==> config.mk <==
export PLATFORM = sky130hd
export DESIGN_NAME = walkieDisplay
export DESIGN_NICKNAME = d
export VERILOG_FILES = /design/src/logic/displayPkg.sv /design/src/logic/i2cByteMaster.sv /design/src/logic/lcdDisplayCtrl.sv /design/src/logic/lcdMessageRom.sv /design/src/logic/walkieDisplay.sv
export SDC_FILE = /design/constraint.sdc
export NUM_CORES = 1
export LEC_CHECK = 0
export BUFFER_PORTS_ARGS = -buffer_cell sky130_fd_sc_hd__buf_2
export CAP_MARGIN = 20
export CORE_UTILIZATION = 68
export CTS_BUF_LIST = sky130_fd_sc_hd__clkbuf_16
export DETAILED_ROUTE_END_ITERATION = 8
export HOLD_SLACK_MARGIN = 0.05
export PLACE_DENSITY = 0.95
export RECOVER_POWER = 100
export SYNTH_ARGS = -nofsm -noshare
export SYNTH_HDL_FRONTEND = slang
export SYNTH_SLANG_ARGS = --single-unit
==> constraint.sdc <==
create_clock -name clk -period 9.8 [get_ports clk]
set_clock_uncertainty 0.2 [all_clocks]
set_input_delay 0.98 -clock clk [delete_from_list [all_inputs] [get_ports clk]]
set_output_delay 0.98 -clock clk [all_outputs]
set_load 0.01 [all_outputs]
==> src/logic/displayPkg.sv <==
package displayPkg;

   // Screen codes, the message the controller wants on the LCD
   localparam logic [2:0] screenNormal = 3'd0; // Effect NORMAL
   localparam logic [2:0] screenEcho = 3'd1; // Effect ECHO
   localparam logic [2:0] screenTremolo = 3'd2; // Effect TREMOLO
   localparam logic [2:0] screenReverb = 3'd3; // Effect REVERB
   localparam logic [2:0] screenSoft = 3'd4; // Effect SOFT_CLIPPING
   localparam logic [2:0] screenNone = 3'd6; // Nothing written yet
   localparam logic [2:0] screenListen = 3'd7; // Radio is receiving

   // Walkie-talkie mode as seen on talkieState
   localparam logic talkListen = 1'b0; // Receiving, show LISTENING
   localparam logic talkTalk = 1'b1; // Transmitting, show the effect name

   // I2C master states, read by the controller
   localparam logic [2:0] i2cBegins = 3'd0; // START condition
   localparam logic [2:0] i2cSend = 3'd1; // Shifting out eight bits
   localparam logic [2:0] i2cAck = 3'd2; // Ninth clock, slave answers
   localparam logic [2:0] i2cWait = 3'd3; // One cycle for the next byte to settle
   localparam logic [2:0] i2cEnds = 3'd4; // STOP condition
   localparam logic [2:0] i2cOff = 3'd5; // Bus idle

   localparam int sclHalfCycles = 4; // clk cycles per SCL half period
   localparam logic [6:0] lcdI2cAddr = 7'h27; // PCF8574 backpack with A2..A0 high
   localparam int maxNibbles = 32; // Depth of every message in the table
   localparam logic [5:0] nibbleEnd = 6'h3F; // Marks the end of a message

   // One PCF8574 output byte, seen raw by the I2C master and as LCD pins elsewhere
   typedef union packed {
      logic [7:0] raw; // Byte on the wire, MSB first
      struct packed {
         logic [3:0] data; // DB7..DB4 of the LCD
         logic led; // Backlight enable
         logic en; // LCD enable strobe
         logic rw; // Read not write, never set here
         logic rs; // High for character data, low for instructions
      } pins;
   } lcdByte_u;

endpackage

==> src/logic/i2cByteMaster.sv <==
`timescale 1ns/1ns
module i2cByteMaster
   import displayPkg::*;
(
   input logic clk,
   input logic rst,
   input logic trans, // Controller wants the bus
   input lcdByte_u lcdByte, // Next data byte
   input logic sdaIn, // Resolved SDA line
   output logic scl, // SCL, high means released
   output logic sdaLow, // Pull SDA low
   output logic [2:0] i2cState, // Current state, read by the controller
   output logic ready, // Data byte acknowledged
   output logic commsError // Byte not acknowledged
);

   logic [2:0] state;
   logic [2:0] phase; // Position inside one SCL period, low half first
   logic [2:0] bitCnt; // Bits still to send after the current one
   logic [7:0] shiftReg; // Byte on its way out, MSB first
   logic isAddr; // Byte in flight is the address
   logic nack; // SDA was high at the ninth clock
   logic midLow; // Middle of the SCL low half, SDA may change
   logic midHigh; // Middle of the SCL high half, SDA is sampled
   logic bitEnd; // Last cycle of the SCL period

   assign midLow = phase == 3'(sclHalfCycles / 2);
   assign midHigh = phase == 3'(sclHalfCycles + sclHalfCycles / 2);
   assign bitEnd = phase == 3'(2 * sclHalfCycles - 1);
   assign i2cState = state;

   // Both pulses come in the last cycle of the ninth clock
   assign ready = (state == i2cAck) && bitEnd && !nack && !isAddr;
   assign commsError = (state == i2cAck) && bitEnd && nack;

   always_comb begin
      case (state)
         i2cOff, i2cBegins: scl = 1'b1; // START happens with SCL high
         i2cWait: scl = 1'b0;
         default: scl = phase >= 3'(sclHalfCycles);
      endcase
   end

   always_ff @(posedge clk or posedge rst) begin
      if (rst) begin
         state <= i2cOff;
         phase <= 3'd0;
         bitCnt <= 3'd0;
         isAddr <= 1'b0;
         nack <= 1'b0;
         sdaLow <= 1'b0; // Bus released
      end else begin
         if (bitEnd || state == i2cOff || state == i2cWait) begin
            phase <= 3'd0;
         end else begin
            phase <= phase + 3'd1;
         end
         case (state)
            i2cOff: begin
               sdaLow <= 1'b0;
               if (trans) state <= i2cBegins;
            end
            i2cBegins: begin
               if (midLow) sdaLow <= 1'b1; // SDA falls while SCL is high
               if (bitEnd) begin
                  state <= i2cSend;
                  bitCnt <= 3'd7;
                  isAddr <= 1'b1;
               end
            end
            i2cSend: begin
               if (midLow) sdaLow <= ~shiftReg[7];
               if (bitEnd) begin
                  if (bitCnt == 3'd0) state <= i2cAck;
                  bitCnt <= bitCnt - 3'd1;
               end
            end
            i2cAck: begin
               if (midLow) sdaLow <= 1'b0; // Let the slave drive SDA
               if (midHigh) nack <= sdaIn;
               if (bitEnd) begin
                  if (nack) begin
                     state <= i2cEnds;
                  end else if (isAddr) begin
                     state <= i2cSend; // First data byte goes straight out
                     bitCnt <= 3'd7;
                     isAddr <= 1'b0;
                  end else begin
                     state <= i2cWait;
                  end
               end
            end
            i2cWait: begin
               bitCnt <= 3'd7;
               state <= trans ? i2cSend : i2cEnds; // Controller has answered ready by now
            end
            i2cEnds: begin
               if (midLow) sdaLow <= 1'b1;
               if (midHigh) sdaLow <= 1'b0; // SDA rises while SCL is high
               if (bitEnd) state <= i2cOff;
            end
            default: state <= i2cOff;
         endcase
      end
   end

   always_ff @(posedge clk) begin
      if (state == i2cBegins && bitEnd) begin
         shiftReg <= {lcdI2cAddr, 1'b0}; // Address with write bit
      end else if ((state == i2cAck && bitEnd && isAddr) || state == i2cWait) begin
         shiftReg <= lcdByte.raw;
      end else if (state == i2cSend && bitEnd) begin
         shiftReg <= {shiftReg[6:0], 1'b0};
      end
   end

endmodule

==> src/logic/lcdDisplayCtrl.sv <==
`timescale 1ns/1ns
module lcdDisplayCtrl
   import displayPkg::*;
(
   input logic clk,
   input logic rst,
   input logic talkieState, // Listening or talking
   input logic [2:0] currentEffect, // Active audio effect while talking
   input logic [2:0] i2cState, // State of the I2C master
   input logic ready, // Data byte was acknowledged
   input logic commsError, // A byte was not acknowledged
   input logic [5:0] nibble, // Table entry at nibbleIdx
   output logic [2:0] screenSel, // Screen the table should read
   output logic initSel, // Table returns the power-up sequence
   output logic [4:0] nibbleIdx, // Table address
   output logic trans, // Keep the I2C transfer going
   output lcdByte_u lcdByte // Byte the master sends next
);

   logic [2:0] desired; // Screen the radio state asks for
   logic [2:0] shown; // Screen last written without error
   logic [2:0] nextScreen; // Screen derived from the inputs right now
   logic initPending; // Power-up sequence has not gone through yet
   logic [4:0] byteIdx; // Table index of the byte in lcdByte
   logic startSend; // Begin a new message this cycle
   logic lastByte; // Byte just acknowledged was the final one
   logic loadByte; // Capture the table entry into lcdByte

   assign screenSel = desired;
   assign initSel = initPending;
   // Idle reads entry 0 for the first byte, busy reads one ahead of lcdByte
   assign nibbleIdx = trans ? byteIdx + 5'd1 : 5'd0;

   always_comb begin
      nextScreen = (talkieState == talkListen) ? screenListen : currentEffect;
      startSend = !trans && (i2cState == i2cOff) && (initPending || desired != shown);
      // The next entry ends the message, or the table is used up
      lastByte = (byteIdx == 5'(maxNibbles - 1)) || (nibble == nibbleEnd);
      loadByte = startSend || (trans && ready && !lastByte);
   end

   always_ff @(posedge clk or posedge rst) begin
      if (rst) begin
         desired <= screenNone;
         shown <= screenNone; // Forces the first message after init
         initPending <= 1'b1;
         trans <= 1'b0;
         byteIdx <= 5'd0;
      end else if (!trans) begin
         if (startSend) begin
            trans <= 1'b1; // Master leaves i2cOff on this
            byteIdx <= 5'd0;
         end else begin
            desired <= nextScreen; // Inputs are only sampled while idle
         end
      end else if (commsError) begin
         trans <= 1'b0; // Shown screen stays old so the message repeats
         byteIdx <= 5'd0;
      end else if (ready) begin
         if (lastByte) begin
            trans <= 1'b0; // Master sends STOP after its wait cycle
            byteIdx <= 5'd0;
            if (initPending) begin
               initPending <= 1'b0;
            end else begin
               shown <= desired;
            end
         end else begin
            byteIdx <= byteIdx + 5'd1;
         end
      end
   end

   always_ff @(posedge clk) begin
      if (loadByte) begin
         lcdByte.pins.data <= nibble[5:2];
         lcdByte.pins.led <= 1'b1; // Backlight stays on
         lcdByte.pins.en <= 1'b1; // Enable high while the nibble is on the bus
         lcdByte.pins.rw <= nibble[1];
         lcdByte.pins.rs <= nibble[0];
      end
   end

endmodule

==> src/logic/lcdMessageRom.sv <==
`timescale 1ns/1ns
module lcdMessageRom
   import displayPkg::*;
(
   input logic [2:0] screenSel, // Screen whose text is requested
   input logic initSel, // High selects the power-up sequence instead
   input logic [4:0] nibbleIdx, // Position in the message
   output logic [5:0] nibble // DB7..DB4, rw, rs
);

   logic [3:0] cmdSlot; // Byte of the message this nibble comes from
   logic [3:0] cmdPick; // Row of the instruction list below
   logic [7:0] cmdByte; // Instruction byte for the current slot
   logic cmdValid; // Slot holds an instruction rather than a character
   logic [3:0] charIdx; // Character number counted from the left
   logic [3:0] charPos; // Same character counted from the right end of text
   logic [103:0] text; // Screen text right aligned, 13 characters at most
   logic [3:0] textLen; // Number of characters in text
   logic [7:0] charByte; // ASCII code of the current character

   assign cmdSlot = nibbleIdx[4:1]; // Two nibbles per byte, high one first
   assign charIdx = cmdSlot - 4'd3; // Characters follow the three header commands
   assign charPos = textLen - 4'd1 - charIdx;
   assign charByte = text[{charPos, 3'b000} +: 8];

   // Init runs the whole list, a normal message only its last three rows
   assign cmdPick = initSel ? cmdSlot : cmdSlot + 4'd3;
   assign cmdValid = initSel ? (cmdSlot < 4'd6) : (cmdSlot < 4'd3);

   always_comb begin
      case (cmdPick)
         4'd0: cmdByte = 8'h20; // Function set, switch to 4-bit bus
         4'd1: cmdByte = 8'h28; // 4-bit bus, two lines, 5x8 font
         4'd2: cmdByte = 8'h0E; // Display on with cursor
         4'd3: cmdByte = 8'h01; // Clear display
         4'd4: cmdByte = 8'h06; // Entry mode, cursor moves right
         4'd5: cmdByte = 8'h02; // Return home
         default: cmdByte = 8'h00;
      endcase
   end

   always_comb begin
      case (screenSel)
         screenNormal: begin
            text = 104'("NORMAL");
            textLen = 4'd6;
         end
         screenEcho: begin
            text = 104'("ECHO");
            textLen = 4'd4;
         end
         screenTremolo: begin
            text = 104'("TREMOLO");
            textLen = 4'd7;
         end
         screenReverb: begin
            text = 104'("REVERB");
            textLen = 4'd6;
         end
         screenSoft: begin
            text = 104'("SOFT_CLIPPING"); // Fills all 32 entries
            textLen = 4'd13;
         end
         screenListen: begin
            text = 104'("LISTENING");
            textLen = 4'd9;
         end
         default: begin
            text = '0; // Unused codes only clear the screen
            textLen = 4'd0;
         end
      endcase
   end

   always_comb begin
      if (cmdValid) begin
         nibble = {(nibbleIdx[0] ? cmdByte[3:0] : cmdByte[7:4]), 2'b00}; // rs low for commands
      end else if (!initSel && charIdx < textLen) begin
         nibble = {(nibbleIdx[0] ? charByte[3:0] : charByte[7:4]), 2'b01}; // rs high for data
      end else begin
         nibble = nibbleEnd; // Past the end of this message
      end
   end

endmodule

==> src/logic/walkieDisplay.sv <==
`timescale 1ns/1ns
module walkieDisplay
   import displayPkg::*;
(
   input logic clk,
   input logic rst,
   input logic talkieState, // Listening or talking
   input logic [2:0] currentEffect, // Audio effect in use
   input logic sdaIn, // SDA as seen on the bus
   output logic scl, // Open-drain SCL
   output logic sdaLow // Pulls SDA low when high
);

   logic [2:0] screenSel; // Controller picks the message
   logic initSel;
   logic [4:0] nibbleIdx;
   logic [5:0] nibble; // Table answer
   logic trans;
   lcdByte_u lcdByte;
   logic [2:0] i2cState;
   logic ready;
   logic commsError;

   lcdDisplayCtrl lcdDisplayCtrl_inst (
      .clk(clk), .rst(rst), .talkieState(talkieState), .currentEffect(currentEffect),
      .i2cState(i2cState), .ready(ready), .commsError(commsError), .nibble(nibble),
      .screenSel(screenSel), .initSel(initSel), .nibbleIdx(nibbleIdx), .trans(trans),
      .lcdByte(lcdByte)
   );

   lcdMessageRom lcdMessageRom_inst (
      .screenSel(screenSel), .initSel(initSel), .nibbleIdx(nibbleIdx), .nibble(nibble)
   );

   i2cByteMaster i2cByteMaster_inst (
      .clk(clk), .rst(rst), .trans(trans), .lcdByte(lcdByte), .sdaIn(sdaIn), .scl(scl),
      .sdaLow(sdaLow), .i2cState(i2cState), .ready(ready), .commsError(commsError)
   );

endmodule

==> Word-level counts from Yosys, hierarchy flattened <==
Index checks and enable logic that the tools add are counted.
{ "word_totals": {"ff_bits": 39, "input_bits": 7, "out_inout_bits": 2, "word_cells": 155} }
{ "op_classes": {"add_sub_neg": 7, "magnitude_cmp": 4, "eq_ne": 32, "shifts": 1, "mux": 50, "bitwise": 5, "reduce_logical": 43} }
{ "op_table": {"columns": ["op", "count"], "rows": [
  ["one-hot mux 103 bit (6 select lines)", 1],
  ["indexed part select 104 x 8 -> 8 bit", 1],
  ["two-way mux 3 bit", 15],
  ["one-hot mux 6 bit (6 select lines)", 1],
  ["two-way mux 5 bit", 6],
  ["one-hot mux 4 bit (5 select lines)", 1],
  ["== test 3 bit, second input constant", 6],
  ["one-hot mux 3 bit (6 select lines)", 1],
  ["two-way mux 8 bit", 2],
  ["!= test 2 x 1 -> 1 bit, second input constant", 8],
  ["== test 3 x 2 -> 1 bit, second input constant", 5],
  ["two-way mux 1 bit", 13],
  ["logical AND 1 bit", 12],
  ["two-way mux 4 bit", 3],
  ["two-way mux 6 bit", 2],
  ["one-hot mux 3 bit (4 select lines)", 1],
  ["AND reduction 6 bit", 2],
  ["zero test 3 bit", 3],
  ["== test 4 x 2 -> 1 bit, second input constant", 2],
  ["== test 4 x 3 -> 1 bit, second input constant", 2],
  ["AND reduction 4 bit", 2],
  ["== test 3 x 1 -> 1 bit, second input constant", 2],
  ["== test 6 bit, second input constant", 1],
  ["logical OR 1 bit", 6],
  ["29 further kinds", 44]
]} }

==> Logic depth before layout (Yosys ltp) <==
Gate-level depths: netlist of the first run.
{ "logic_depth": {"word_depth": 15, "ltp_mapped": 15, "depth_no_buf": 13} }

==> Cells and area by module <==
From an unflattened synthesis of the first run, not the netlist that was laid out.
{ "unflattened": {"hier_cells": 399, "area_unflattened_um2": 3454.6} }
{ "by_module_without_submodules": {"columns": ["module", "n_inst", "cells_each", "area_each_um2", "seq_area_each_um2"], "rows": [
  ["lcdMessageRom", 1, 190, 1238.7, 0.0],
  ["i2cByteMaster", 1, 130, 1198.6, 462.9],
  ["lcdDisplayCtrl", 1, 79, 1017.2, 511.7]
]} }

==> Worst setup path after synthesis of the first run <==
OpenSTA, ideal clock, no wires.
{ "synth_timing": {"kind": "reg-to-reg", "start": "reg lcdDisplayCtrl_inst.desired[2], in the netlist lcdDisplayCtrl_inst.screenSel[2]", "end": "reg lcdDisplayCtrl_inst.lcdByte[6] in the netlist's numbering, data pin", "setup_time_ps": 272, "arrival_ps": 3558, "required_time_ps": 9328, "path_slack_ps": 5770, "path_stages_with_launch": 15, "path_buffers": 4, "synth_period_minus_slack_ps": 4030, "path_cell_list": "dfstp_2 -> buf_2 -> buf_1 -> buf_1 -> xnor2_1 -> o21ai_0 -> ha_1 -> fa_1 -> buf_2 -> nor2_1 -> o21ai_0 -> a21oi_1 -> a311o_1 -> and4_1 -> or4_1"} }
{ "synth_between": {"elab_chain_cells": 9, "word_cells_on_any_way": 17, "classes_between": "2 x add/sub; 1 x order compare; 5 x eq/ne; 1 x shift; 5 x mux; 3 x reduce/logical"} }
{ "synth_lines": {"columns": ["element", "line", "source"], "rows": [
  ["start, declared", "lcdDisplayCtrl.sv:20", "logic [2:0] desired;"],
  ["start signal, assigned", "lcdDisplayCtrl.sv:44", "desired <= screenNone;"],
  ["start signal, assigned", "lcdDisplayCtrl.sv:54", "desired <= nextScreen;"],
  ["== test 3 x 2 -> 1 bit / zero test 3 bit (equally long branches)", "lcdMessageRom.sv:43", "case (screenSel)"],
  ["OR reduction 2 bit (no line)", null, null],
  ["one-hot mux 4 bit (5 select lines)", "lcdMessageRom.sv:43", null],
  ["subtractor 4 x 1 -> 4 bit", "lcdMessageRom.sv:23", "assign charPos = textLen - 4'd1 - charIdx;"],
  ["subtractor 4 bit", "lcdMessageRom.sv:23", null],
  ["indexed part select 104 x 8 -> 8 bit", "lcdMessageRom.sv:24", "assign charByte = text[{charPos, 3'b000} +: 8];"],
  ["two-way mux 4 bit", "lcdMessageRom.sv:79", "nibble = {(nibbleIdx[0] ? charByte[3:0] : charByte[7:4]), 2'b01};"],
  ["two-way mux 6 bit *", "lcdMessageRom.sv:78", "end else if (!initSel && charIdx < textLen) begin"],
  ["two-way mux 6 bit *", "lcdMessageRom.sv:76", "if (cmdValid) begin"],
  ["via lcdDisplayCtrl_inst.nibble[4]", "lcdDisplayCtrl.sv:12", "input logic [5:0] nibble,"],
  ["end, declared", "lcdDisplayCtrl.sv:17", "output lcdByte_u lcdByte"]
]} }
The timed path passes the listed nets; every way through them passes the cells marked *.
A chain may end at the register's enable or synchronous reset.

==> Worst setup path after layout of the first run <==
{ "layout_timing": {"start": "reg lcdDisplayCtrl_inst.byteIdx[0]", "end": "reg lcdDisplayCtrl_inst.lcdByte[6] in the netlist's numbering (enable)"} }
{ "layout_between": {"elab_chain_cells": 13, "word_cells_on_any_way": 29, "classes_between": "4 x add/sub; 3 x order compare; 7 x eq/ne; 1 x shift; 8 x mux; 6 x reduce/logical"} }
{ "layout_lines": {"columns": ["element", "line", "source"], "rows": [
  ["start, declared", "lcdDisplayCtrl.sv:24", "logic [4:0] byteIdx;"],
  ["start signal, assigned", "lcdDisplayCtrl.sv:69", "byteIdx <= byteIdx + 5'd1;"],
  ["adder 5 x 1 -> 5 bit", "lcdDisplayCtrl.sv:32", "assign nibbleIdx = trans ? byteIdx + 5'd1 : 5'd0;"],
  ["two-way mux 5 bit", "lcdDisplayCtrl.sv:32", null],
  ["subtractor 4 x 2 -> 4 bit / adder 4 x 2 -> 4 bit (equally long branches)", "lcdMessageRom.sv:22, lcdMessageRom.sv:27", null],
  ["subtractor 4 bit / two-way mux 4 bit (equally long branches)", "lcdMessageRom.sv:23, lcdMessageRom.sv:27", null],
  ["indexed part select 104 x 8 -> 8 bit, or another cell as far along", "lcdMessageRom.sv:24", null],
  ["two-way mux 4 bit / one-hot mux 6 bit (6 select lines) (equally long branches)", "lcdMessageRom.sv:79, lcdMessageRom.sv:31", null],
  ["two-way mux 6 bit / two-way mux 4 bit (equally long branches)", "lcdMessageRom.sv:78, lcdMessageRom.sv:77", null],
  ["two-way mux 6 bit", "lcdMessageRom.sv:76", null],
  ["== test 6 bit", "lcdDisplayCtrl.sv:38", "lastByte = (byteIdx == 5'(maxNibbles - 1)) || (nibble == nibbleEnd);"],
  ["logical OR 1 bit *", "lcdDisplayCtrl.sv:38", null],
  ["zero test 1 bit *", "lcdDisplayCtrl.sv:39", "loadByte = startSend || (trans && ready && !lastByte);"],
  ["logical AND 1 bit *", "lcdDisplayCtrl.sv:39", null],
  ["logical OR 1 bit *", "lcdDisplayCtrl.sv:39", null],
  ["via lcdDisplayCtrl_inst.loadByte", "lcdDisplayCtrl.sv:27", "logic loadByte;"]
]} }
Marks and branches as above.

==> parameters.txt, run 1 <==
Parameter                              Value

Die
  Height of the chip    71.54 um
  Die ar.    5117 sq um
  I/O pin total    9
  Initial standard-cell utilization of the core    between 70% and 80%
  Number of placement rows    24
  Die X    around 72 um
  Core area    4504 sq um

Setup path
  Critical Path Source Type    register
  Start-to-end type of the worst setup path    register to register
  Worst reg2reg path endpoint    lcdDisplayCtrl_inst.lcdByte[6]
  Reg-to-reg slack, setup    5010 ps
  Critical path endpoint category    register
  Number of cells on the worst reg-to-reg path    12
  Worst-path cell chain    ha_1, xor2_1, nand2_1, inv_1, ha_1, xnor2_1, ha_1, o21a_1, o21a_1, o32a_1, o21ai_0, a31o_1
  Worst Path Buf+Inv    1
  Kind of cell adding the most delay to the critical path    compound AO/OA/AOI/OAI gates
  Required time of the worst setup path    9560 ps
  Signal arrival time at the worst endpoint    about 4500 ps
  R2r startpoint    lcdDisplayCtrl_inst.byteIdx[0]
  Cell repeated most along the worst path    sky130_fd_sc_hd__ha_1
  Crit-path slowest cell    sky130_fd_sc_hd__o21ai_0
  Delay of the slowest cell on the worst path    850 ps
  Maximum fanout encountered on the critical timing path    9

Synthesis
  Mean instance size in the synthesized netlist    approximately 8.3 sq um
  Largest family of logic cells by synthesized area    compound AO/OA/AOI/OAI gates
  Cell taking the most area after synthesis    sky130_fd_sc_hd__dfrtp_1
  Warning count from the yosys run    0
  Post-synthesis instance total    395
  Xor-xnor portion of the synthesized cell area    under 10%
  Most area-consuming cells after synthesis    sky130_fd_sc_hd__dfrtp_1 (14%), sky130_fd_sc_hd__ha_1 (6.8%), sky130_fd_sc_hd__dfstp_2 (5.6%)
  Synth Area in Compound Gates    28.20%
  Count of flip-flops with a built-in enable after synthesis    6
  Proportion of netlist area held by the largest area contributor    13.70%
  Fraction of the mapped netlist area in simple logic gates    19.48%
  Post-Syn Nets    422
  Mux share of post-synthesis cell area    3.311%
  Most instantiated flip-flop cell in the synthesis netlist    sky130_fd_sc_hd__dfrtp_1
  Area of the mapped netlist    about 3300 sq um
  Post-synthesis adder-cell area fraction    8.067%
  List of most frequent post-synthesis cells    sky130_fd_sc_hd__o21ai_0 (31), sky130_fd_sc_hd__a21oi_1 (29), sky130_fd_sc_hd__nand2_1 (29), sky130_fd_sc_hd__inv_1 (24), sky130_fd_sc_hd__nor2_1 (24)
  Asr flop ratio synth    64.10%
  Unique cell type count in the Yosys netlist    69
  Share of the yosys chip area belonging to registers    29.64%
  Cell with the most instances after synthesis    sky130_fd_sc_hd__o21ai_0
  FF+latch count, synth    39

Routing
  Number of iterations in the first detailed-routing pass    5
  Mean number of vias per cell    6.917
  Detailed-route DRC error count    0
  Routed wire length    7674 um
  Iteration-0 DRC count of the detailed router    380
  Average wire length per cell after detail routing    between 15 and 20 um
  Antenna-violating nets left    0
  Via count of the routed design    3016

Placement
  Routability congestion estimate    0.9041
  Cell Count Post-Placement    428
  Count of buffers from port buffering    8
  Worst slack after detailed placement    slightly above 5000 ps
  Post-detail-place hpwl    approximately 5100 um

Worst hold path
  Worst min-delay path endpoint    i2cByteMaster_inst.shiftReg[2]
  Hold Crit Depth    2
  Origin of the worst min-delay path    i2cByteMaster_inst.shiftReg[1]
  Path class of the lowest-slack min-delay path    register to register

Clock tree
  Skew-Pair Late Insertion Delay    280 ps
  Total CTS buffers    5
  Clk sink count    39
  Cells resized by post-CTS repair    0
  Clock tree from TritonCTS    yes
  CTS Hold Bufs    0
  Buffer cell driving the clock tree root    sky130_fd_sc_hd__clkbuf_16
  Total number of H-tree levels    2
  Bufs on Longest Clock Path    2
  Post-CTS setup buffers    0
  Clock transition at the register clock pins on the worst setup and hold paths after CTS    60 ps

Timing
  Actual transition at the worst max-transition pin    about 1100 ps
  Normalized max-slew margin    27.56%
  Fmax    208.9 MHz
  Final Worst Setup Slack    5014 ps
  Shortest period the worst path allows    roughly 4800 ps
  Setup repair after global routing missed its margin    no
  Final setup violating endpoints    0
  Post-route setup TNS    0 ps
  Post-route fraction of the period consumed by the critical path    about 50%
  Worst Hold Slack    ~280 ps
  Final number of hold-violating endpoints    0
  Number of slew-limit violations in the final report    0

Power and ir drop
  Power per standard cell area    111.8 nW/um^2
  Maximum vdd drop    between 0.00009 and 0.0001 V
  Leak    1.414 nW

Global routing
  Pin count of the biggest net entering global routing    30
  Initial antenna violation count    0
  Vias in the first global route    2695
  Wire length of the first global-routing pass    12830 um
  Overflow after GRT    0
  Total GRT Usage    31.76%

Finish
  Final standard cell utilization of the core    between 70% and 80%
  Number of diodes added for antenna fixing    0
  Area overhead of the layout relative to synthesis    4.300%
  Post-route insts no fill    436
  Post-layout nets    410
  Fraction of layout cells with a size suffix above 1    between 8 and 9%

Flow run
  Max-capacitance violation count    0

Run status
  Outcome    complete, no violations
[power breakdown]
group	switching (mW)	total [mW]	leakage, nW	internal (mW)
sequential	0.00485	0.170	0.407	0.165
combinational	0.0283	0.0464	0.922	0.0181
clock	0.0596	0.167	0.0846	0.108
[registers in the layout, indices dropped and copies added, names as in the netlist]
register                       flops
lcdDisplayCtrl_inst.initSel        1
i2cByteMaster_inst.isAddr          1
lcdDisplayCtrl_inst.screenSel      3
i2cByteMaster_inst.phase           3
lcdDisplayCtrl_inst.trans          1
i2cByteMaster_inst.i2cState        3
i2cByteMaster_inst.nack            1
i2cByteMaster_inst.sdaLow          1
lcdDisplayCtrl_inst.lcdByte        6
lcdDisplayCtrl_inst.shown          3
i2cByteMaster_inst.shiftReg        8
lcdDisplayCtrl_inst.byteIdx        5
i2cByteMaster_inst.bitCnt          3
[cell type report]
class                           instances  area [sq um]
Sequential cell                        39         974.7
Multi-Input combinational cell        305          2105
Timing Repair Buffer                    8         37.54
Clock inverter                          2         7.507
Tap cell                               52         65.06
Clock buffer                            6         150.1
Inverter                               24         90.09
Fill cell                             312          1075
[worst register-to-register path, delay by kind of cell (launching register included)]
kind	cells	cell delay [ps]
AO/OA/AOI/OAI	5	1920
adder cells (fa/ha/maj)	3	920
flip-flops	1	530
XOR/XNOR	2	490
AND/OR/NAND/NOR	1	210
buffers and inverters	1	200
[metrics by stage]
step | power (mW) | area (sq um)
after global placement | 0.2160 | 3277
final | 0.3835 | 3430
after CTS | 0.3837 | 3435
after floorplan | 0.2085 | 3288
after detailed placement | 0.2169 | 3277
after global routing | 0.3980 | 3430
[kinds of logic (layout without fill, tap and decap cells)]
group | Yosys count | in the layout
xor+xnor | 18 | 18
compound gates | 136 | 136
fa+ha+maj | 20 | 20
mux | 9 | 9
flops | 39 | 39
simple gates | 122 | 122
buf+inv | 51 | 40
[routing by layer]
layer / vias up / routed length [um] / global-route usage [%]
met4: 0 / 122 / 6.318
li1: 1429 / - / -
met2: 175 / 3674 / 53.02
met5: - / 0 / 0
met1: 1395 / 3215 / 43.38
met3: 17 / 662 / 6.470
[worst max path at each step]
stage	start	depth (start not counted)	end	slack, ps
after global routing	lcdDisplayCtrl_inst.byteIdx[0]	12	lcdDisplayCtrl_inst.lcdByte[6]	4730
after CTS	lcdDisplayCtrl_inst.byteIdx[0]	12	lcdDisplayCtrl_inst.lcdByte[6]	5100
after detailed placement	lcdDisplayCtrl_inst.byteIdx[0]	12	lcdDisplayCtrl_inst.lcdByte[6]	5110
after global placement	lcdDisplayCtrl_inst.byteIdx[0]	12	lcdDisplayCtrl_inst.lcdByte[6]	5280
after floorplan	lcdDisplayCtrl_inst.screenSel[2]	14	lcdDisplayCtrl_inst.lcdByte[6]	5770
final	lcdDisplayCtrl_inst.byteIdx[0]	12	lcdDisplayCtrl_inst.lcdByte[6]	5010
[layout by cell type (no fill, tap or decap), types with 3 or more instances in the layout]
master | Yosys | layout
sky130_fd_sc_hd__a21oi_1 | 29 | 29
sky130_fd_sc_hd__and4_1 | 3 | 3
sky130_fd_sc_hd__nand3b_1 | 3 | 3
sky130_fd_sc_hd__dfxtp_1 | 8 | 8
sky130_fd_sc_hd__mux2i_1 | 3 | 3
sky130_fd_sc_hd__clkbuf_16 | 0 | 6
sky130_fd_sc_hd__dfrtp_1 | 18 | 18
sky130_fd_sc_hd__a41oi_1 | 4 | 4
sky130_fd_sc_hd__and3_1 | 4 | 4
sky130_fd_sc_hd__a32oi_1 | 3 | 3
sky130_fd_sc_hd__a22oi_1 | 6 | 6
sky130_fd_sc_hd__o211ai_1 | 3 | 3
sky130_fd_sc_hd__nor4_1 | 3 | 3
sky130_fd_sc_hd__dfstp_2 | 7 | 5
sky130_fd_sc_hd__a211oi_1 | 4 | 4
sky130_fd_sc_hd__o22ai_1 | 5 | 5
sky130_fd_sc_hd__or3_1 | 3 | 3
sky130_fd_sc_hd__xor2_1 | 4 | 4
sky130_fd_sc_hd__nor2_1 | 24 | 24
sky130_fd_sc_hd__a31oi_1 | 7 | 7
sky130_fd_sc_hd__nand2b_1 | 15 | 15
sky130_fd_sc_hd__a32o_1 | 6 | 6
sky130_fd_sc_hd__mux2_2 | 5 | 5
sky130_fd_sc_hd__nor3_1 | 10 | 10
sky130_fd_sc_hd__edfxtp_1 | 6 | 6
sky130_fd_sc_hd__o21ai_0 | 31 | 32
sky130_fd_sc_hd__o21a_1 | 3 | 3
sky130_fd_sc_hd__buf_2 | 11 | 6
sky130_fd_sc_hd__o31ai_1 | 3 | 3
sky130_fd_sc_hd__a311o_1 | 4 | 4
sky130_fd_sc_hd__inv_1 | 24 | 26
sky130_fd_sc_hd__nor2b_1 | 12 | 12
sky130_fd_sc_hd__ha_1 | 18 | 18
sky130_fd_sc_hd__nand2_1 | 29 | 30
sky130_fd_sc_hd__xnor2_1 | 13 | 13
Power figures use the tool's default switching activity.
==> run 2, diff against run 1 <==
--- a/config.mk
+++ b/config.mk
@@ -7,11 +7,11 @@
 export LEC_CHECK = 0
 export BUFFER_PORTS_ARGS = -buffer_cell sky130_fd_sc_hd__buf_2
 export CAP_MARGIN = 20
-export CORE_UTILIZATION = 68
+export CORE_UTILIZATION = 63
 export CTS_BUF_LIST = sky130_fd_sc_hd__clkbuf_16
 export DETAILED_ROUTE_END_ITERATION = 8
 export HOLD_SLACK_MARGIN = 0.05
-export PLACE_DENSITY = 0.95
+export PLACE_DENSITY = 0.9
 export RECOVER_POWER = 100
 export SYNTH_ARGS = -nofsm -noshare
 export SYNTH_HDL_FRONTEND = slang
==> constraint.sdc (replaced) <==
create_clock -name clk -period 5 [get_ports clk]
set_clock_uncertainty 0.2 [all_clocks]
set_input_delay 0.5 -clock clk [delete_from_list [all_inputs] [get_ports clk]]
set_output_delay 0.5 -clock clk [all_outputs]
set_load 0.01 [all_outputs]
==> parameters.txt, run 2 (synthesized netlist as in run 1, its figures left out) <==
Parameter                              Value

Run status
  Outcome    complete, no violations

Timing
  Actual transition at the worst max-transition pin    about 1400 ps
  Setup repair after global routing missed its margin    no
  Post-route fraction of the period consumed by the critical path    92.45%
  Final number of hold-violating endpoints    0
  Shortest period the worst path allows    4622 ps
  Fmax    216.3 MHz
  Post-route setup TNS    0 ps
  Normalized max-slew margin    between 6 and 7%
  Number of slew-limit violations in the final report    0
  Final setup violating endpoints    0
  Worst Hold Slack    272.2 ps

Die
  Initial standard-cell utilization of the core    67.38%
  Height of the chip    74.25 um
  Die X    74.25 um
  I/O pin total    9
  Die ar.    5512 sq um
  Number of placement rows    25
  Core area    4880 sq um

Clock tree
  Clock transition at the register clock pins on the worst setup and hold paths after CTS    60 ps
  Total number of H-tree levels    2
  Clock tree from TritonCTS    yes
  Clk sink count    39
  CTS Hold Bufs    0
  Buffer cell driving the clock tree root    sky130_fd_sc_hd__clkbuf_16
  Post-CTS setup buffers    0
  Bufs on Longest Clock Path    2
  Total CTS buffers    5
  Skew-Pair Late Insertion Delay    280 ps
  Cells resized by post-CTS repair    0

Placement
  Count of buffers from port buffering    8
  Routability congestion estimate    a little over 0.9
  Cell Count Post-Placement    446
  Placement Cell Area    about 3300 sq um
  Post-detail-place hpwl    5273 um

Finish
  Largest registers in the final layout    i2cByteMaster_inst.shiftReg (8), lcdDisplayCtrl_inst.lcdByte (6), lcdDisplayCtrl_inst.byteIdx (5)
  Commonest non-fill, non-tap cells in the layout    sky130_fd_sc_hd__o21ai_0 (32), sky130_fd_sc_hd__a21oi_1 (29), sky130_fd_sc_hd__nand2_1 (29), sky130_fd_sc_hd__inv_1 (25), sky130_fd_sc_hd__nor2_1 (24)
  Post-layout nets    414
  Final standard cell area without fillers    ~3400 sq um
  Number of flip-flops in the largest register    8
  Number of diodes added for antenna fixing    0
  Area overhead of the layout relative to synthesis    4.871%
  Leading cell type in the layout, fill and taps excluded    sky130_fd_sc_hd__o21ai_0
  Register with the highest flop count    i2cByteMaster_inst.shiftReg
  Post-route insts no fill    455
  Fraction of layout cells with a size suffix above 1    9.021%
  Layout filler cell count    386

Routing
  Mean number of vias per cell    6.635
  Detailed-route DRC error count    0
  Iteration-0 DRC count of the detailed router    between 400 and 500
  Via count of the routed design    3019
  Number of iterations in the first detailed-routing pass    5
  Routed wire length    a little under 8000 um
  Average wire length per cell after detail routing    17.29 um
  Antenna-violating nets left    0

Setup path
  Required time of the worst setup path    between 4000 and 5000 ps
  Maximum fanout encountered on the critical timing path    16
  Critical Path Source Type    register
  Signal arrival time at the worst endpoint    4440 ps
  Critical path endpoint category    register
  Start-to-end type of the worst setup path    register to register

Worst hold path
  Path class of the lowest-slack min-delay path    primary input to register

Global routing
  Pin count of the biggest net entering global routing    30
  Overflow after GRT    0
  Initial antenna violation count    0
  Vias in the first global route    2766
  Total GRT Usage    31.22%
  Wire length of the first global-routing pass    13190 um

Flow run
  Max-capacitance violation count    0

Power and ir drop
  Maximum vdd drop    around 0.00022 V
  Leak    around 1.4 nW
  Power per standard cell area    211.7 nW/um^2
run 2: worst paths after layout:
kind,start,end,slack (ps),cells past startpoint
max,lcdDisplayCtrl_inst.byteIdx[0],lcdDisplayCtrl_inst.lcdByte[6],380,11
min,currentEffect[2],lcdDisplayCtrl_inst.screenSel[2],270,3
max reg2reg,lcdDisplayCtrl_inst.byteIdx[0],lcdDisplayCtrl_inst.lcdByte[6],380,11
min reg2reg,i2cByteMaster_inst.shiftReg[2],i2cByteMaster_inst.shiftReg[2],280,2
max in group asynchronous,rst,i2cByteMaster_inst.sdaLow,3280,3
min in group asynchronous,rst,i2cByteMaster_inst.i2cState[1],500,3
run 2: metrics by stage:
step           power [mW]  util (%)  worst slack, ps
2_1_floorplan      0.4087         -            969.9
3_3_place_gp       0.4250     68.00            597.0
3_5_place_dp       0.4271     68.00            540.2
4_1_cts            0.7292     70.90            512.4
5_1_grt            0.7528     70.67            161.1
6_report           0.7300     70.67            377.5
run 2: power by group:
part	internal (mW)	total, mW	switching [mW]	leakage (nW)
registers	0.323	0.333	0.00964	0.407
clock network	0.182	0.306	0.124	0.0710
logic	0.0358	0.0917	0.0559	0.936
run 2: area by class of cell:
class,instances,area [sq um],share of cell area [%]
clock buffers,5,125.1,3.628
inverters,24,90.09,2.612
well taps,67,83.83,2.431
repair buffers,12,56.30,1.633
clock inverters,3,16.27,0.4717
multi-input cells,305,2102,60.96
flip-flops and latches,39,974.7,28.27
run 2: layer usage:
metal,global-route usage (%),wire length (um)
met5,0,0
met4,9.644,136
met3,4.065,499
met2,52.42,3841
met1,42.19,3388
run 2: critical path, cell delays in order, from the launching register on:
cell	delay [ps]
sky130_fd_sc_hd__dfrtp_1	510
sky130_fd_sc_hd__ha_1	270
sky130_fd_sc_hd__xor2_1	380
sky130_fd_sc_hd__nand2_1	200
sky130_fd_sc_hd__ha_1	350
sky130_fd_sc_hd__inv_1	80
sky130_fd_sc_hd__fa_1	940
sky130_fd_sc_hd__clkbuf_1	280
sky130_fd_sc_hd__nor2_1	140
sky130_fd_sc_hd__a32o_1	300
sky130_fd_sc_hd__and4_1	180
sky130_fd_sc_hd__or4_1	520
==> run 3, diff against run 2 <==
--- a/config.mk
+++ b/config.mk
@@ -7,7 +7,10 @@
 export LEC_CHECK = 0
 export BUFFER_PORTS_ARGS = -buffer_cell sky130_fd_sc_hd__buf_2
 export CAP_MARGIN = 20
-export CORE_UTILIZATION = 63
+export CELL_PAD_IN_SITES_DETAIL_PLACEMENT = 0
+export CELL_PAD_IN_SITES_GLOBAL_PLACEMENT = 1
+export CORE_MARGIN = 3
+export CORE_UTILIZATION = 48
 export CTS_BUF_LIST = sky130_fd_sc_hd__clkbuf_16
 export DETAILED_ROUTE_END_ITERATION = 8
 export HOLD_SLACK_MARGIN = 0.05
==> parameters.txt, run 3 (synthesized netlist as in run 1, its figures left out) <==
Parameter                              Value

Run status
  Outcome    complete, no violations

Power and ir drop
  Switching power as a share of total power    24.79%
  Switch Pwr    roughly 190 uW
  Clock Power Share    44.4%
  Leak    between 1 and 1.5 nW
  Power per standard cell area    217.4 nW/um^2
  Overall power of the completed layout    765.2 uW
  Maximum vdd drop    0.0001174 V
  Internal power of the cells    575.5 uW
  Proportion of power drawn by combinational gates    12.9%
  Portion of total power attributed to sequential cells    roughly 43%

Routing
  Via count of the routed design    2972
  Detailed-route DRC error count    0
  Routed wire length    between 7000 and 8000 um
  Antenna-violating nets left    0
  Number of iterations in the first detailed-routing pass    5
  Mean number of vias per cell    around 6.3
  Iteration-0 DRC count of the detailed router    177
  Average wire length per cell after detail routing    about 16 um

Finish
  Fraction of layout cells with a size suffix above 1    roughly a tenth
  Final standard cell area without fillers    3520 sq um
  Area overhead of the layout relative to synthesis    7.040%
  Number of diodes added for antenna fixing    0
  Post-layout nets    ~420
  Layout filler cell count    602
  Register with the highest flop count    i2cByteMaster_inst.shiftReg
  Final standard cell utilization of the core    54.19%
  Leading cell type in the layout, fill and taps excluded    sky130_fd_sc_hd__o21ai_0
  Largest registers in the final layout    i2cByteMaster_inst.shiftReg (8), lcdDisplayCtrl_inst.lcdByte (6), lcdDisplayCtrl_inst.byteIdx (5)
  Number of flip-flops in the largest register    8
  Commonest non-fill, non-tap cells in the layout    sky130_fd_sc_hd__o21ai_0 (32), sky130_fd_sc_hd__nand2_1 (30), sky130_fd_sc_hd__a21oi_1 (29), sky130_fd_sc_hd__nor2_1 (24), sky130_fd_sc_hd__inv_1 (24)

Timing
  Fmax    ~210 MHz
  Actual transition at the worst max-transition pin    roughly 1300 ps
  Post-route fraction of the period consumed by the critical path    ~93%
  Number of slew-limit violations in the final report    0
  Shortest period the worst path allows    4666 ps
  Final number of hold-violating endpoints    0
  Post-route setup TNS    0 ps
  Final Worst Setup Slack    ~330 ps
  Final setup violating endpoints    0
  Normalized max-slew margin    11.60%
  Setup repair after global routing missed its margin    no

Die
  Die ar.    7879 sq um
  I/O pin total    9
  Initial standard-cell utilization of the core    ~50%
  Number of placement rows    29
  Height of the chip    88.77 um
  Die X    slightly below 90 um
  Core area    6495 sq um

Global routing
  Wire length of the first global-routing pass    12900 um
  Pin count of the biggest net entering global routing    26
  Met1 track demand over resource in global routing    27.10%
  Overflow after GRT    0
  Total GRT Usage    20.34%
  Met2 track demand over resource in global routing    34.89%
  Peak-usage layer in the global routing report    met2
  Initial antenna violation count    0
  Global-route track usage on met3    2.607%
  Vias in the first global route    2709

Flow run
  Max-capacitance violation count    0

Clock tree
  Skew-Pair Late Insertion Delay    280 ps
  Total number of H-tree levels    2
  Bufs on Longest Clock Path    2
  Clock transition at the register clock pins on the worst setup and hold paths after CTS    roughly 60 ps
  Total CTS buffers    5
  Post-CTS setup buffers    0
  Clk sink count    39
  Buffer cell driving the clock tree root    sky130_fd_sc_hd__clkbuf_16
  Clock tree from TritonCTS    yes

Setup path
  Maximum fanout encountered on the critical timing path    21
  Worst-path cell chain    ha_1, xor2_1, nand2_1, ha_1, inv_1, fa_1, nand2b_1, o21ai_0, a32oi_1, a311o_1, and4_1, or4_1
  Cell repeated most along the worst path    sky130_fd_sc_hd__ha_1
  Crit-path slowest cell    sky130_fd_sc_hd__fa_1
  Critical Path Source Type    register
  Start-to-end type of the worst setup path    register to register
  Delay of the slowest cell on the worst path    slightly above 1000 ps
  Critical path endpoint category    register
  Required time of the worst setup path    around 4800 ps
  Signal arrival time at the worst endpoint    between 4000 and 5000 ps

Placement
  Worst slack after detailed placement    409.0 ps
  Placement Cell Area    3353 sq um
  Count of buffers from port buffering    8
  Routability congestion estimate    0.8972
  Post-detail-place hpwl    5423 um

Worst hold path
  Path class of the lowest-slack min-delay path    primary input to register
## run 3: layer usage
metal | routed length [um] | part of all wire (%) | up-vias
li1 | - | - | 1453
met1 | 3390 | 45 | 1439
met2 | 3686 | 49 | 76
met3 | 343 | 4.6 | 4
met4 | 68 | 0.91 | 0
met5 | 0 | 0 | -
## run 3: cell type report
cell class / instances / area [sq um] / share of cell area [%]
Tap cell: 77 / 96.34 / 2.737
Multi-Input combinational cell: 305 / 2105 / 59.79
Clock inverter: 2 / 13.76 / 0.3910
Sequential cell: 39 / 974.7 / 27.69
Inverter: 24 / 90.09 / 2.560
Timing Repair Buffer: 16 / 90.09 / 2.560
Clock buffer: 6 / 150.1 / 4.266
## run 3: worst max-delay path, delay by kind of cell (launching register included)
kind / cells / cell delay, ps
flip-flops: 1 / 500
AND/OR/NAND/NOR: 4 / 990
XOR/XNOR: 1 / 380
buffers and inverters: 1 / 80
AO/OA/AOI/OAI: 3 / 600
adder cells (fa/ha/maj): 3 / 1640
## run 3: per-stage QoR
step | instances | hold slack (ps)
after floorplan | 395 | 233.2
after global placement | 459 | 250.4
after detailed placement | 459 | 253.4
after CTS | 467 | 249.8
after global routing | 469 | 266.8
final | 469 | 248.8
## run 3: final timing paths
path / startpoint / cells past startpoint / to / slack [ps]
setup / recovery: lcdDisplayCtrl_inst.byteIdx[0] / 12 / lcdDisplayCtrl_inst.lcdByte[6] / 330
hold / removal: currentEffect[2] / 3 / lcdDisplayCtrl_inst.screenSel[2] / 250
setup reg to reg: lcdDisplayCtrl_inst.byteIdx[0] / 12 / lcdDisplayCtrl_inst.lcdByte[6] / 330
hold reg to reg: i2cByteMaster_inst.shiftReg[5] / 2 / i2cByteMaster_inst.shiftReg[5] / 260
max in group asynchronous: rst / 4 / lcdDisplayCtrl_inst.screenSel[0] / 2770
min in group asynchronous: rst / 3 / i2cByteMaster_inst.phase[0] / 410
## run 3: what timing repair did
action                                 in CTS  in global routing
hold buffers                                0                  1
gates resized for setup                     0                  0
endpoints found under the hold margin       0                  1
## run 3: power groups by stage
stage | clock network (mW) | registers (mW) | logic [mW]
6_report | 0.340 | 0.327 | 0.0983
5_1_grt | 0.359 | 0.327 | 0.110
3_3_place_gp | 0 | 0.333 | 0.0961
3_5_place_dp | 0 | 0.333 | 0.0967
4_1_cts | 0.345 | 0.327 | 0.0969
2_1_floorplan | 0 | 0.330 | 0.0786
